`src/vidcap_pkg.sv`:
```
`default_nettype none

package vidcap_pkg;

  localparam int PIXEL_W = 24;
  localparam int DEPTH_W = 16;
  localparam int DROP_W  = 14;

  localparam logic [3:0] WB_ADR_STATUS = 4'd0;
  localparam logic [3:0] WB_ADR_PIXEL  = 4'd1;

  // ========================================
  // Video and FIFO sides
  // ========================================

  typedef struct packed {
    logic [PIXEL_W-1:0] rgb;
    logic               h_sync;
    logic               h_blank;
    logic               v_sync;
    logic               v_blank;
    logic               data_en;
  } video_bus_t;

  // rel is the one-cycle release pulse, sent with act still high
  typedef struct packed {
    logic [1:0]         act;
    logic               stb;
    logic [PIXEL_W-1:0] data;
    logic               rel;
  } ppfifo_wr_t;

  typedef struct packed {
    logic [1:0]         rdy;
    logic [DEPTH_W-1:0] size;
    logic [PIXEL_W-1:0] data;
  } ppfifo_rd_t;

  // ========================================
  // Wishbone host port
  // ========================================

  typedef struct packed {
    logic        cyc;
    logic        stb;
    logic        we;
    logic [3:0]  adr;
    logic [31:0] dat;
  } wb_req_t;

  typedef struct packed {
    logic        ack;
    logic [31:0] dat;
  } wb_rsp_t;

  typedef struct packed {
    logic               valid;
    logic               buf_sel;
    logic [DROP_W-1:0]  drop_count;
    logic [DEPTH_W-1:0] count;
  } status_t;

  typedef struct packed {
    logic [7:0]         zero;
    logic [PIXEL_W-1:0] rgb;
  } pixel_t;

  // Same read word, meaning picked by address
  typedef union packed {
    status_t status;
    pixel_t  pixel;
  } wb_word_u;

endpackage

`default_nettype wire

```
`src/rgb_to_ppfifo.sv`:
```
`default_nettype none

module rgb_to_ppfifo import vidcap_pkg::*; #(
  parameter int PIXEL_WIDTH = PIXEL_W,
  parameter int FIFO_DEPTH  = 64
) (
  input  wire logic              clk,
  input  wire logic              rst,
  input  wire video_bus_t        i_video,
  input  wire logic [1:0]        i_wr_rdy,
  output ppfifo_wr_t             o_wr,
  output logic [DROP_W-1:0]      o_drop_count
);

  typedef enum logic [1:0] {
    ST_IDLE,
    ST_ACTIVE,
    ST_RELEASE
  } state_t;

  state_t                 state;
  logic [DEPTH_W-1:0]     count;
  logic [1:0]             act_q;
  logic                   stb_q;
  logic                   rel_q;
  logic [PIXEL_WIDTH-1:0] data_q;
  logic [DROP_W-1:0]      drop_q;
  logic [1:0]             claim;
  logic                   drop;

  // Buffer 0 wins when both are empty
  always_comb begin
    if (i_wr_rdy[0]) begin
      claim = 2'b01;
    end else if (i_wr_rdy[1]) begin
      claim = 2'b10;
    end else begin
      claim = 2'b00;
    end
  end

  // No buffer held means the pixel is lost
  assign drop = i_video.data_en && (state != ST_ACTIVE);

  always_ff @(posedge clk) begin
    if (rst) begin
      state  <= ST_IDLE;
      count  <= '0;
      act_q  <= 2'b00;
      stb_q  <= 1'b0;
      rel_q  <= 1'b0;
      drop_q <= '0;
    end else begin
      stb_q <= 1'b0;
      rel_q <= 1'b0;
      if (drop && (drop_q != '1)) begin
        drop_q <= drop_q + 1'b1;
      end
      case (state)
        ST_IDLE: begin
          if (claim != 2'b00) begin
            act_q <= claim;
            count <= '0;
            state <= ST_ACTIVE;
          end
        end
        ST_ACTIVE: begin
          if (i_video.data_en) begin
            stb_q <= 1'b1;
            count <= count + 1'b1;
            // Last word goes out together with the release
            if (count == DEPTH_W'(FIFO_DEPTH - 1)) begin
              rel_q <= 1'b1;
              state <= ST_RELEASE;
            end
          end else if (i_video.h_blank && (count != '0)) begin
            rel_q <= 1'b1;
            state <= ST_RELEASE;
          end
        end
        ST_RELEASE: begin
          // Old claim ends on this edge, hand over at once if possible
          act_q <= claim;
          count <= '0;
          state <= (claim != 2'b00) ? ST_ACTIVE : ST_IDLE;
        end
        default: begin
          act_q <= 2'b00;
          state <= ST_IDLE;
        end
      endcase
    end
  end

  always_ff @(posedge clk) begin
    if (i_video.data_en) begin
      data_q <= i_video.rgb;
    end
  end

  always_comb begin
    o_wr.act  = act_q;
    o_wr.stb  = stb_q;
    o_wr.data = data_q;
    o_wr.rel  = rel_q;
  end

  assign o_drop_count = drop_q;

endmodule

`default_nettype wire

```
`src/ppfifo.sv`:
```
`default_nettype none

module ppfifo import vidcap_pkg::*; #(
  parameter int PIXEL_WIDTH = PIXEL_W,
  parameter int FIFO_DEPTH  = 64
) (
  input  wire logic       clk,
  input  wire logic       rst,
  input  wire ppfifo_wr_t i_wr,
  output logic [1:0]      o_wr_rdy,
  input  wire logic [1:0] i_rd_act,
  input  wire logic       i_rd_stb,
  input  wire logic       i_rd_release,
  output ppfifo_rd_t      o_rd
);

  localparam int ADDR_W = $clog2(FIFO_DEPTH);

  typedef enum logic [1:0] {
    BUF_EMPTY,
    BUF_WRITING,
    BUF_FULL,
    BUF_READING
  } buf_state_t;

  buf_state_t             state [2];
  logic [DEPTH_W-1:0]     count [2];
  logic [1:0]             wr_en;
  logic [ADDR_W-1:0]      rd_ptr;
  logic                   rd_sel;
  logic [PIXEL_WIDTH-1:0] mem [2][FIFO_DEPTH];

  // ========================================
  // Write side
  // ========================================

  always_comb begin
    for (int b = 0; b < 2; b++) begin
      wr_en[b] = i_wr.act[b] && i_wr.stb && (state[b] == BUF_WRITING) &&
                 (count[b] < DEPTH_W'(FIFO_DEPTH));
      o_wr_rdy[b] = (state[b] == BUF_EMPTY) && !i_wr.act[b];
    end
  end

  always_ff @(posedge clk) begin
    for (int b = 0; b < 2; b++) begin
      if (wr_en[b]) begin
        mem[b][count[b][ADDR_W-1:0]] <= i_wr.data;
      end
    end
  end

  // ========================================
  // Buffer states and fill counts
  // ========================================

  always_ff @(posedge clk) begin
    if (rst) begin
      for (int b = 0; b < 2; b++) begin
        state[b] <= BUF_EMPTY;
        count[b] <= '0;
      end
    end else begin
      for (int b = 0; b < 2; b++) begin
        case (state[b])
          BUF_EMPTY: begin
            if (i_wr.act[b]) begin
              state[b] <= BUF_WRITING;
            end
          end
          BUF_WRITING: begin
            // A write in the release cycle still lands in the count
            if (wr_en[b]) begin
              count[b] <= count[b] + 1'b1;
            end
            if (i_wr.act[b] && i_wr.rel) begin
              state[b] <= BUF_FULL;
            end
          end
          BUF_FULL: begin
            if (i_rd_act[b]) begin
              state[b] <= BUF_READING;
            end
          end
          BUF_READING: begin
            if (i_rd_act[b] && i_rd_release) begin
              state[b] <= BUF_EMPTY;
              count[b] <= '0;
            end
          end
          default: begin
            state[b] <= BUF_EMPTY;
            count[b] <= '0;
          end
        endcase
      end
    end
  end

  // ========================================
  // Read side
  // ========================================

  // Only one buffer is read at a time so one pointer serves both
  always_ff @(posedge clk) begin
    if (rst) begin
      rd_ptr <= '0;
    end else if (i_rd_release) begin
      rd_ptr <= '0;
    end else if (i_rd_stb && (i_rd_act != 2'b00)) begin
      rd_ptr <= rd_ptr + 1'b1;
    end
  end

  assign rd_sel = i_rd_act[1];

  always_comb begin
    for (int b = 0; b < 2; b++) begin
      o_rd.rdy[b] = (state[b] == BUF_FULL);
    end
    o_rd.size = count[rd_sel];
    o_rd.data = mem[rd_sel][rd_ptr];
  end

endmodule

`default_nettype wire

```
`src/ppfifo_wb_reader.sv`:
```
`default_nettype none

module ppfifo_wb_reader import vidcap_pkg::*; #(
  parameter int FIFO_DEPTH = 64
) (
  input  wire logic              clk,
  input  wire logic              rst,
  input  wire wb_req_t           i_wb,
  output wb_rsp_t                o_wb,
  input  wire ppfifo_rd_t        i_rd,
  output logic [1:0]             o_rd_act,
  output logic                   o_rd_stb,
  output logic                   o_rd_release,
  input  wire logic [DROP_W-1:0] i_drop_count
);

  localparam int POP_W = $clog2(FIFO_DEPTH + 1);

  logic               req_q;
  logic               ack_q;
  logic [31:0]        dat_q;
  logic [POP_W-1:0]   pop_count;
  logic               held;
  logic               new_req;
  logic               pop;
  logic               last_pop;
  logic [DEPTH_W-1:0] remaining;
  wb_word_u           word;

  assign held      = (o_rd_act != 2'b00);
  assign remaining = held ? (i_rd.size - DEPTH_W'(pop_count)) : '0;

  // Master holds the request until ack, so block a restart while busy
  assign new_req  = i_wb.cyc && i_wb.stb && !req_q && !ack_q;
  assign pop      = req_q && !i_wb.we && (i_wb.adr == WB_ADR_PIXEL) && held &&
                    (remaining != '0);
  assign last_pop = pop && (remaining == DEPTH_W'(1));

  // ========================================
  // Read word
  // ========================================

  always_comb begin
    word = '0;
    if (!i_wb.we) begin
      if (i_wb.adr == WB_ADR_STATUS) begin
        word.status.valid      = held;
        word.status.buf_sel    = o_rd_act[1];
        word.status.drop_count = i_drop_count;
        word.status.count      = remaining;
      end else if ((i_wb.adr == WB_ADR_PIXEL) && held && (remaining != '0)) begin
        word.pixel.rgb = i_rd.data;
      end
    end
  end

  // ========================================
  // Ack pipeline and buffer claim
  // ========================================

  always_ff @(posedge clk) begin
    if (rst) begin
      req_q        <= 1'b0;
      ack_q        <= 1'b0;
      o_rd_act     <= 2'b00;
      o_rd_stb     <= 1'b0;
      o_rd_release <= 1'b0;
      pop_count    <= '0;
    end else begin
      req_q        <= new_req;
      ack_q        <= req_q;
      o_rd_stb     <= pop;
      o_rd_release <= last_pop;
      if (o_rd_release) begin
        o_rd_act  <= 2'b00;
        pop_count <= '0;
      end else if (!held) begin
        pop_count <= '0;
        if (i_rd.rdy[0]) begin
          o_rd_act <= 2'b01;
        end else if (i_rd.rdy[1]) begin
          o_rd_act <= 2'b10;
        end
      end else if (pop) begin
        pop_count <= pop_count + 1'b1;
      end
    end
  end

  // Word is taken before the pop moves the pointer
  always_ff @(posedge clk) begin
    if (req_q) begin
      dat_q <= word;
    end
  end

  always_comb begin
    o_wb.ack = ack_q;
    o_wb.dat = dat_q;
  end

endmodule

`default_nettype wire

```
`src/vidcap_top.sv`:
```
`default_nettype none

module vidcap_top import vidcap_pkg::*; #(
  parameter int PIXEL_WIDTH = PIXEL_W,
  parameter int FIFO_DEPTH  = 64
) (
  input  wire logic       clk,
  input  wire logic       rst,
  input  wire video_bus_t i_video,
  input  wire wb_req_t    i_wb,
  output wb_rsp_t         o_wb
);

  ppfifo_wr_t        wr;
  logic [1:0]        wr_rdy;
  ppfifo_rd_t        rd;
  logic [1:0]        rd_act;
  logic              rd_stb;
  logic              rd_release;
  logic [DROP_W-1:0] drop_count;

  // ========================================
  // Capture, buffer, host port
  // ========================================

  rgb_to_ppfifo #(
    .PIXEL_WIDTH (PIXEL_WIDTH),
    .FIFO_DEPTH  (FIFO_DEPTH)
  ) u_capture (
    .clk          (clk),
    .rst          (rst),
    .i_video      (i_video),
    .i_wr_rdy     (wr_rdy),
    .o_wr         (wr),
    .o_drop_count (drop_count)
  );

  ppfifo #(
    .PIXEL_WIDTH (PIXEL_WIDTH),
    .FIFO_DEPTH  (FIFO_DEPTH)
  ) u_fifo (
    .clk          (clk),
    .rst          (rst),
    .i_wr         (wr),
    .o_wr_rdy     (wr_rdy),
    .i_rd_act     (rd_act),
    .i_rd_stb     (rd_stb),
    .i_rd_release (rd_release),
    .o_rd         (rd)
  );

  ppfifo_wb_reader #(
    .FIFO_DEPTH (FIFO_DEPTH)
  ) u_reader (
    .clk          (clk),
    .rst          (rst),
    .i_wb         (i_wb),
    .o_wb         (o_wb),
    .i_rd         (rd),
    .o_rd_act     (rd_act),
    .o_rd_stb     (rd_stb),
    .o_rd_release (rd_release),
    .i_drop_count (drop_count)
  );

endmodule

`default_nettype wire

```
`config.mk`:
```
export PLATFORM = sky130hd
export DESIGN_NAME = vidcap_top
export DESIGN_NICKNAME = d
export VERILOG_FILES = /design/src/vidcap_pkg.sv /design/src/rgb_to_ppfifo.sv /design/src/ppfifo.sv /design/src/ppfifo_wb_reader.sv /design/src/vidcap_top.sv
export SDC_FILE = /design/constraint.sdc
export NUM_CORES = 2
export LEC_CHECK = 0
export BUFFER_PORTS_ARGS = -buffer_cell sky130_fd_sc_hd__buf_2
export CORE_MARGIN = 10
export CORE_UTILIZATION = 35
export DETAILED_ROUTE_END_ITERATION = 7
export PLACE_DENSITY_LB_ADDON = 0.25
export SLEW_MARGIN = 20
export SYNTH_ARGS = -nofsm -noshare
export SYNTH_HDL_FRONTEND = slang
export SYNTH_HIERARCHICAL = 1
export SYNTH_SLANG_ARGS = --single-unit
```
`constraint.sdc`:
```
create_clock -name clk -period 7.8 [get_ports clk]
set_input_delay 0 -clock clk [delete_from_list [all_inputs] [get_ports clk]]
set_output_delay 0 -clock clk [all_outputs]
set_load 0.03 [all_outputs]
```
=== Word-level counts from Yosys, hierarchy flattened ===
Memory sizes are Yosys's and may differ from the RTL's. A register that Yosys moved wholly into a read port is not among the register bits.
Cells that the tools add are included.

* Register bits: 111
* RAM bits: 3108
* Bits of input ports: 70
* Memories: 3

{| class="wikitable"
|+ Memory list
! name !! depth !! bits a word !! rd ports !! clocked after memory_dff !! write ports !! RTL line !! text
|-
| u_fifo.mem || 2 || 1536 || 1 || 1 || 2 || ppfifo.sv:31 || <nowiki>logic [PIXEL_WIDTH-1:0] mem [2][FIFO_DEPTH];</nowiki>
|-
| u_fifo.count || 2 || 16 || 3 || 1 || 2 || ppfifo.sv:27 || <nowiki>logic [DEPTH_W-1:0] count [2];</nowiki>
|-
| u_fifo.state || 2 || 2 || 2 || 0 || 2 || ppfifo.sv:26 || <nowiki>buf_state_t state [2];</nowiki>
|}

* Add/subtract/negate cells: 7
* Order comparisons: 7
* Equality and inequality tests: 17
* Mux-type cells: 89
* Bitwise operators: 18
* Reduce and logical (&&, ||, !) cells: 51

{| class="wikitable"
|+ Operators with widths
! kind !! count
|-
| 1536-bit 2-to-1 mux || 2
|-
| 24-bit demux with 6-bit select || 2
|-
| 24-bit binary-select mux with 6-bit select || 1
|-
| 24-bit 2-to-1 mux || 6
|-
| 16-bit 2-to-1 mux || 7
|-
| 1-bit 2-to-1 mux || 51
|-
| 16-bit by 1-bit adder with 16-bit output, second input constant || 3
|-
| 16-bit case mux with 3 select lines || 1
|-
| 2-bit 2-to-1 mux || 17
|-
| 16-bit by 7-bit < comparator with 1-bit output, second input constant || 2
|-
| 16-bit nonzero test || 2
|-
| 1-bit logical AND || 28
|-
| 7-bit greater-or-equal comparator, second input constant || 3
|-
| 6-bit inverter with 7-bit output || 3
|-
| 16-bit by 1-bit == test with 1-bit output, second input constant || 1
|-
| 16-bit by 6-bit == test with 1-bit output, second input constant || 1
|-
| 16-bit by 7-bit subtractor with 16-bit output || 1
|-
| 14-bit by 1-bit adder with 14-bit output, second input constant || 1
|-
| 7-bit by 1-bit < comparator with 1-bit output, second input constant || 2
|-
| 14-bit inequality test, second input constant || 1
|-
| 1-bit bitwise OR || 12
|-
| 2-bit case mux with 3 select lines || 2
|-
| 2-bit == test, second input constant || 5
|-
| 7-bit by 1-bit adder with 7-bit output, second input constant || 1
|-
| other kinds (16) || 34
|}

=== Logic depth before layout (Yosys ltp) ===
An unclocked memory read counts as a cell.

* Depth in word-level cells: 10
* Depth in mapped cells: 19

=== By module ===
The synthesis kept the hierarchy.

{| class="wikitable"
|+ By module, submodules not included
! module !! instances !! cells an instance !! area each (um^2) !! sequential area each (um^2)
|-
| ppfifo || 1 || 5835 || 120440.5 || 93289.5
|-
| ppfifo_wb_reader || 1 || 248 || 2581.2 || 1221.2
|-
| rgb_to_ppfifo || 1 || 244 || 2577.5 || 1441.4
|}

=== Least setup slack after synthesis ===
No wires, ideal clock.

* Kind: register to register
* Start point: reg u_reader.o_rd_act[1]
* End point: reg u_reader.dat_q[8] (data pin)
* Setup time: 0.256 ns
* Arrival: 4.368 ns
* Required time: 7.544 ns
* Path slack: 3.175 ns
* Cell stages (with the launch flop): 20
* Period minus slack after synthesis: 4.625 ns
* Cells stage by stage: dfxtp_1 buf_4 buf_4 buf_6 buf_4 buf_4 buf_2 buf_2 mux2_2 ha_1 clkbuf_1 o21ai_1 a21oi_1 o21ba_2 mux2i_1 or2_2 nor4_4 a21oi_4 buf_2 a22o_1

* Word-level cells in the longest chain between the ends: 6

{| class="wikitable"
|+ RTL lines
! item !! RTL line !! text
|-
| from (decl) || ppfifo_wb_reader.sv:11 || <nowiki>output logic [1:0] o_rd_act,</nowiki>
|-
| from (signal assigned) || ppfifo_wb_reader.sv:65 || <nowiki>o_rd_act <= 2'b00;</nowiki>
|-
| from (signal assigned) || ppfifo_wb_reader.sv:75 || <nowiki>o_rd_act <= 2'b00;</nowiki>
|-
| from (signal assigned) || ppfifo_wb_reader.sv:80 || <nowiki>o_rd_act <= 2'b01;</nowiki>
|-
| 2-bit nonzero test * || ppfifo_wb_reader.sv:30 || <nowiki>assign held = (o_rd_act != 2'b00);</nowiki>
|-
| 16-bit 2-to-1 mux || ppfifo_wb_reader.sv:31 || <nowiki>assign remaining = held ? (i_rd.size - DEPTH_W'(pop_count)) : '0;</nowiki>
|-
| 16-bit nonzero test || ppfifo_wb_reader.sv:51 || <nowiki>end else if ((i_wb.adr == WB_ADR_PIXEL) && held && (remaining != '0)) begin</nowiki>
|-
| 1-bit logical AND || ppfifo_wb_reader.sv:51 ||
|-
| 24-bit 2-to-1 mux || ppfifo_wb_reader.sv:51 ||
|-
| 24-bit 2-to-1 mux * || ppfifo_wb_reader.sv:46 || <nowiki>if (i_wb.adr == WB_ADR_STATUS) begin</nowiki>
|-
| to (signal assigned) || ppfifo_wb_reader.sv:93 || <nowiki>dat_q <= word;</nowiki>
|-
| to (decl) || ppfifo_wb_reader.sv:21 || <nowiki>logic [31:0] dat_q;</nowiki>
|}

Mark *: on every way between the ends. The rest lies on a longest branch, timed or not.
A chain may end at the register's enable or synchronous reset.

==> summary.md <==
| Metric | Value |
|---|---|
| TritonCTS Buffers | `~340` |
| Fraction of registers with async set/reset | `0%` |
| Initial antenna violation count | `15` |
| Cell row count | `approximately 220` |
| Fin worst setup slack | `2.70 ns` |
| Leak | `0.0445 µW` |
| Sequential fraction of the synthesis area | `76.4%` |
| Setup TNS | `0 ns` |
| H-tree depth | `5` |
| CP max stage cell | `a211oi_1` |
| PortBufs | `67` |
| Yosys warns | `6` |
| Crit start category | `flip-flop` |
| Post-DP HPWL | `211 mm` |
| Die height | `roughly 620 µm` |
| Via/cell ratio | `approximately 5.5` |
| Final hold violation count | `0` |
| Drt first-iter violations | `7209` |
| Hold Crit Class | `input port to flip-flop` |
| Mean post-synth cell area | `19.9 µm²` |
| Largest net degree at the start of global routing | `about 130` |
| Ys flop type | `edfxtp_1` |
| TritonCTS sink count | `3219` |
| Max rail drop VDD | `0.184 mV` |
| Setup WS pre-CTS | `2.83 ns` |
| Post-CTS setup buffers | `0` |
| Setup violators final | `0` |
| Most frequent cells in the layout | `edfxtp_1, mux2i_1, mux4_2, clkbuf_16, buf_4` |
| Final net count | `6814` |
| Clock transition at path regs | `approximately 0.060 ns` |
| Worst skew pair latency | `0.94 ns` |
| Actual slew at the worst max-slew pin | `between 1 and 1.5 ns` |
| Min-delay src | `i_video[3]` |
| Total of max-cap violations | `0` |
| Global-route usage over all layers | `18.4%` |
| Vias in the first global route | `64446` |
| Synthesized instance count | `6327` |
| Flops & latches, synth | `3219` |
| Worst Skew | `0.0610 ns` |
| Slew Limit Fails | `0` |
| CTS tree | `done` |
| F_max | `196 MHz` |
| RSZ-0062 raised after global routing | `no` |
| I/O pins | `103` |
| CP Capture Type | `flip-flop` |
| Critical Path Source | `u_fifo/rd_ptr[0]` |
| Total grt overflow | `0` |
| Post-synth EDFFs | `3148` |
| Via count | `about 65000` |
| Post-Place Cells | `between 10000 and 15000` |
| Worst path max stage delay | `1.08 ns` |
| Total power | `between 30000 and 40000 µW` |
| Crit path time final | `5.10 ns` |
| Post-Layout Cell Count | `between 10000 and 15000` |
| Synthesized Nets | `roughly 6400` |
| Worst r2r src | `u_fifo/rd_ptr[0]` |
| Max FO, Critical Path | `between 70 and 80` |
| Crit-path cells | `buf_12 > nand3b_1 > buf_4 > o221ai_1 > a21oi_1 > a21oi_1 > a211oi_1 > nor2_1 > a22o_1` |
| Layout cells sized above 1 | `22.2%` |
| Final ANT Viol Nets | `0` |
| Root buf cell | `clkbuf_16` |
| Max-slew headroom | `16.7%` |
| Power per cell area | `256 mW/mm²` |
| Crit path top cell by count | `a21oi_1` |
| Post-DR wirelength/cell | `about 31 µm` |
| Crit Path Category | `flip-flop to flip-flop` |
| Clock Tree Buf Depth | `4` |
| Post-Route WL | `between 300 and 400 mm` |
| Starting Density | `about a third` |
| Crit share post-route | `65.4%` |
| # resized after CTS | `0` |
| Pre-antenna DRT Iters | `6` |
| Die Area | `0.383 mm²` |
| Synth cell types | `85` |
| Global-route wire length before repair | `507 mm` |
| Gpl congestion | `0.891` |
| Area Overhead vs Synth | `14.9%` |
| Core area | `0.357 mm²` |
| Post-synthesis cell area | `0.126 mm²` |
| Die W | `just over 600 µm` |
| DRC viols | `0` |
| Most common cell after layout, fill and taps aside | `edfxtp_1` |
| Req. time, crit path | `8.46 ns` |
| Data arrival, critical path | `5.77 ns` |
| Status | `finished, final reports clean` |
[per-layer routing]
metal,vias up,GRT usage (%),part of all wire (%)
met2,2583,29.2,46
met3,491,3.67,7.9
met1,34811,25.4,42
met4,2,6.47,3.9
met5,-,0,0.0036
li1,26989,-,-
[what timing repair did]
item / in CTS / in global routing
hold buffers: 60 / 0
endpoints found under the hold margin: 132 / 0
endpoints found under the setup margin: 0 / 0
[cell usage after synthesis (all sizes together), types with 25 or more instances]
library cell | count | area share [%]
nor3 | 25 | 0.11
buf | 211 | 1.0
edfxtp | 3148 | 75
dfxtp | 71 | 1.1
mux4 | 524 | 9.4
o22ai | 64 | 0.32
nor2 | 228 | 0.68
o21ai | 115 | 0.46
mux2i | 660 | 5.3
a31oi | 36 | 0.18
a22oi | 79 | 0.47
a211oi | 53 | 0.32
nand2 | 196 | 0.59
o211ai | 45 | 0.27
inv | 34 | 0.10
mux2 | 28 | 0.25
a21oi | 181 | 0.73
clkbuf | 147 | 0.44
a221oi | 81 | 0.57
nand3 | 77 | 0.31
[area by class of cell]
| class | count | area [µm²] |
|---|---|---|
| Tap cell | 4751 | 5940 |
| Clock buffer | 426 | 8860 |
| Clock inverter | 193 | 1990 |
| Fill cell | 31642 | 212000 |
| Sequential cell | 3219 | 96000 |
| Inverter | 34 | 135 |
| Multi-Input combinational cell | 2716 | 28100 |
| Timing Repair Buffer | 418 | 3380 |
| Antenna cell | 7 | 17.5 |
[power by group]
| part | switching [µW] | total (µW) | internal, µW |
|---|---|---|---|
| Sequential | 47.2 | 19200 | 19100 |
| Combinational | 1200 | 1870 | 673 |
| Clock | 6810 | 15800 | 9020 |
[final timing paths]
path,endpoint,slack [ns],depth (start not counted)
max,u_reader/dat_q[22],2.70,9
min,u_capture/state[0],0.19,5
max reg2reg,u_reader/dat_q[22],2.70,9
min reg2reg,u_fifo/count[1][14],0.46,2
[logic make-up after synthesis]
group	after synthesis	synth area share [%]
compound gates	766	4.11
xor+xnor	32	0.223
fa+ha+maj	16	0.165
buf+inv	392	1.58
flops	3219	76.4
mux	1212	14.9
simple gates	690	2.62
[flip-flops by register name (all words and copies together) (netlist names), 4 cells and up]
signal and count:
u_fifo/mem 3072, u_fifo/count 32, u_reader/dat_q 32, u_capture/data_q 24
u_capture/count 16, u_capture/o_drop_count 14, u_reader/pop_count 7, u_fifo/rd_ptr 6
u_fifo/state 4
[critical path, delay by kind of cell, from the launching register on]
family | cells | cell delay [ns]
DFF | 1 | 0.74
buffers and inverters | 2 | 0.86
AOI/OAI and AO/OA | 5 | 1.96
and+or+nand+nor | 2 | 1.10
[stage by stage]
stage / hold WS, ns / utilization, % / instance area [µm²]
after floorplan: 0.0762 / - / 126000
after global placement: 0.177 / 37.2 / 133000
after detailed placement: 0.178 / 37.2 / 133000
after CTS: 0.134 / 40.5 / 144000
after global routing: 0.194 / 40.5 / 144000
final: 0.190 / 40.5 / 144000
No activity file was read; power rests on OpenSTA's default activity.
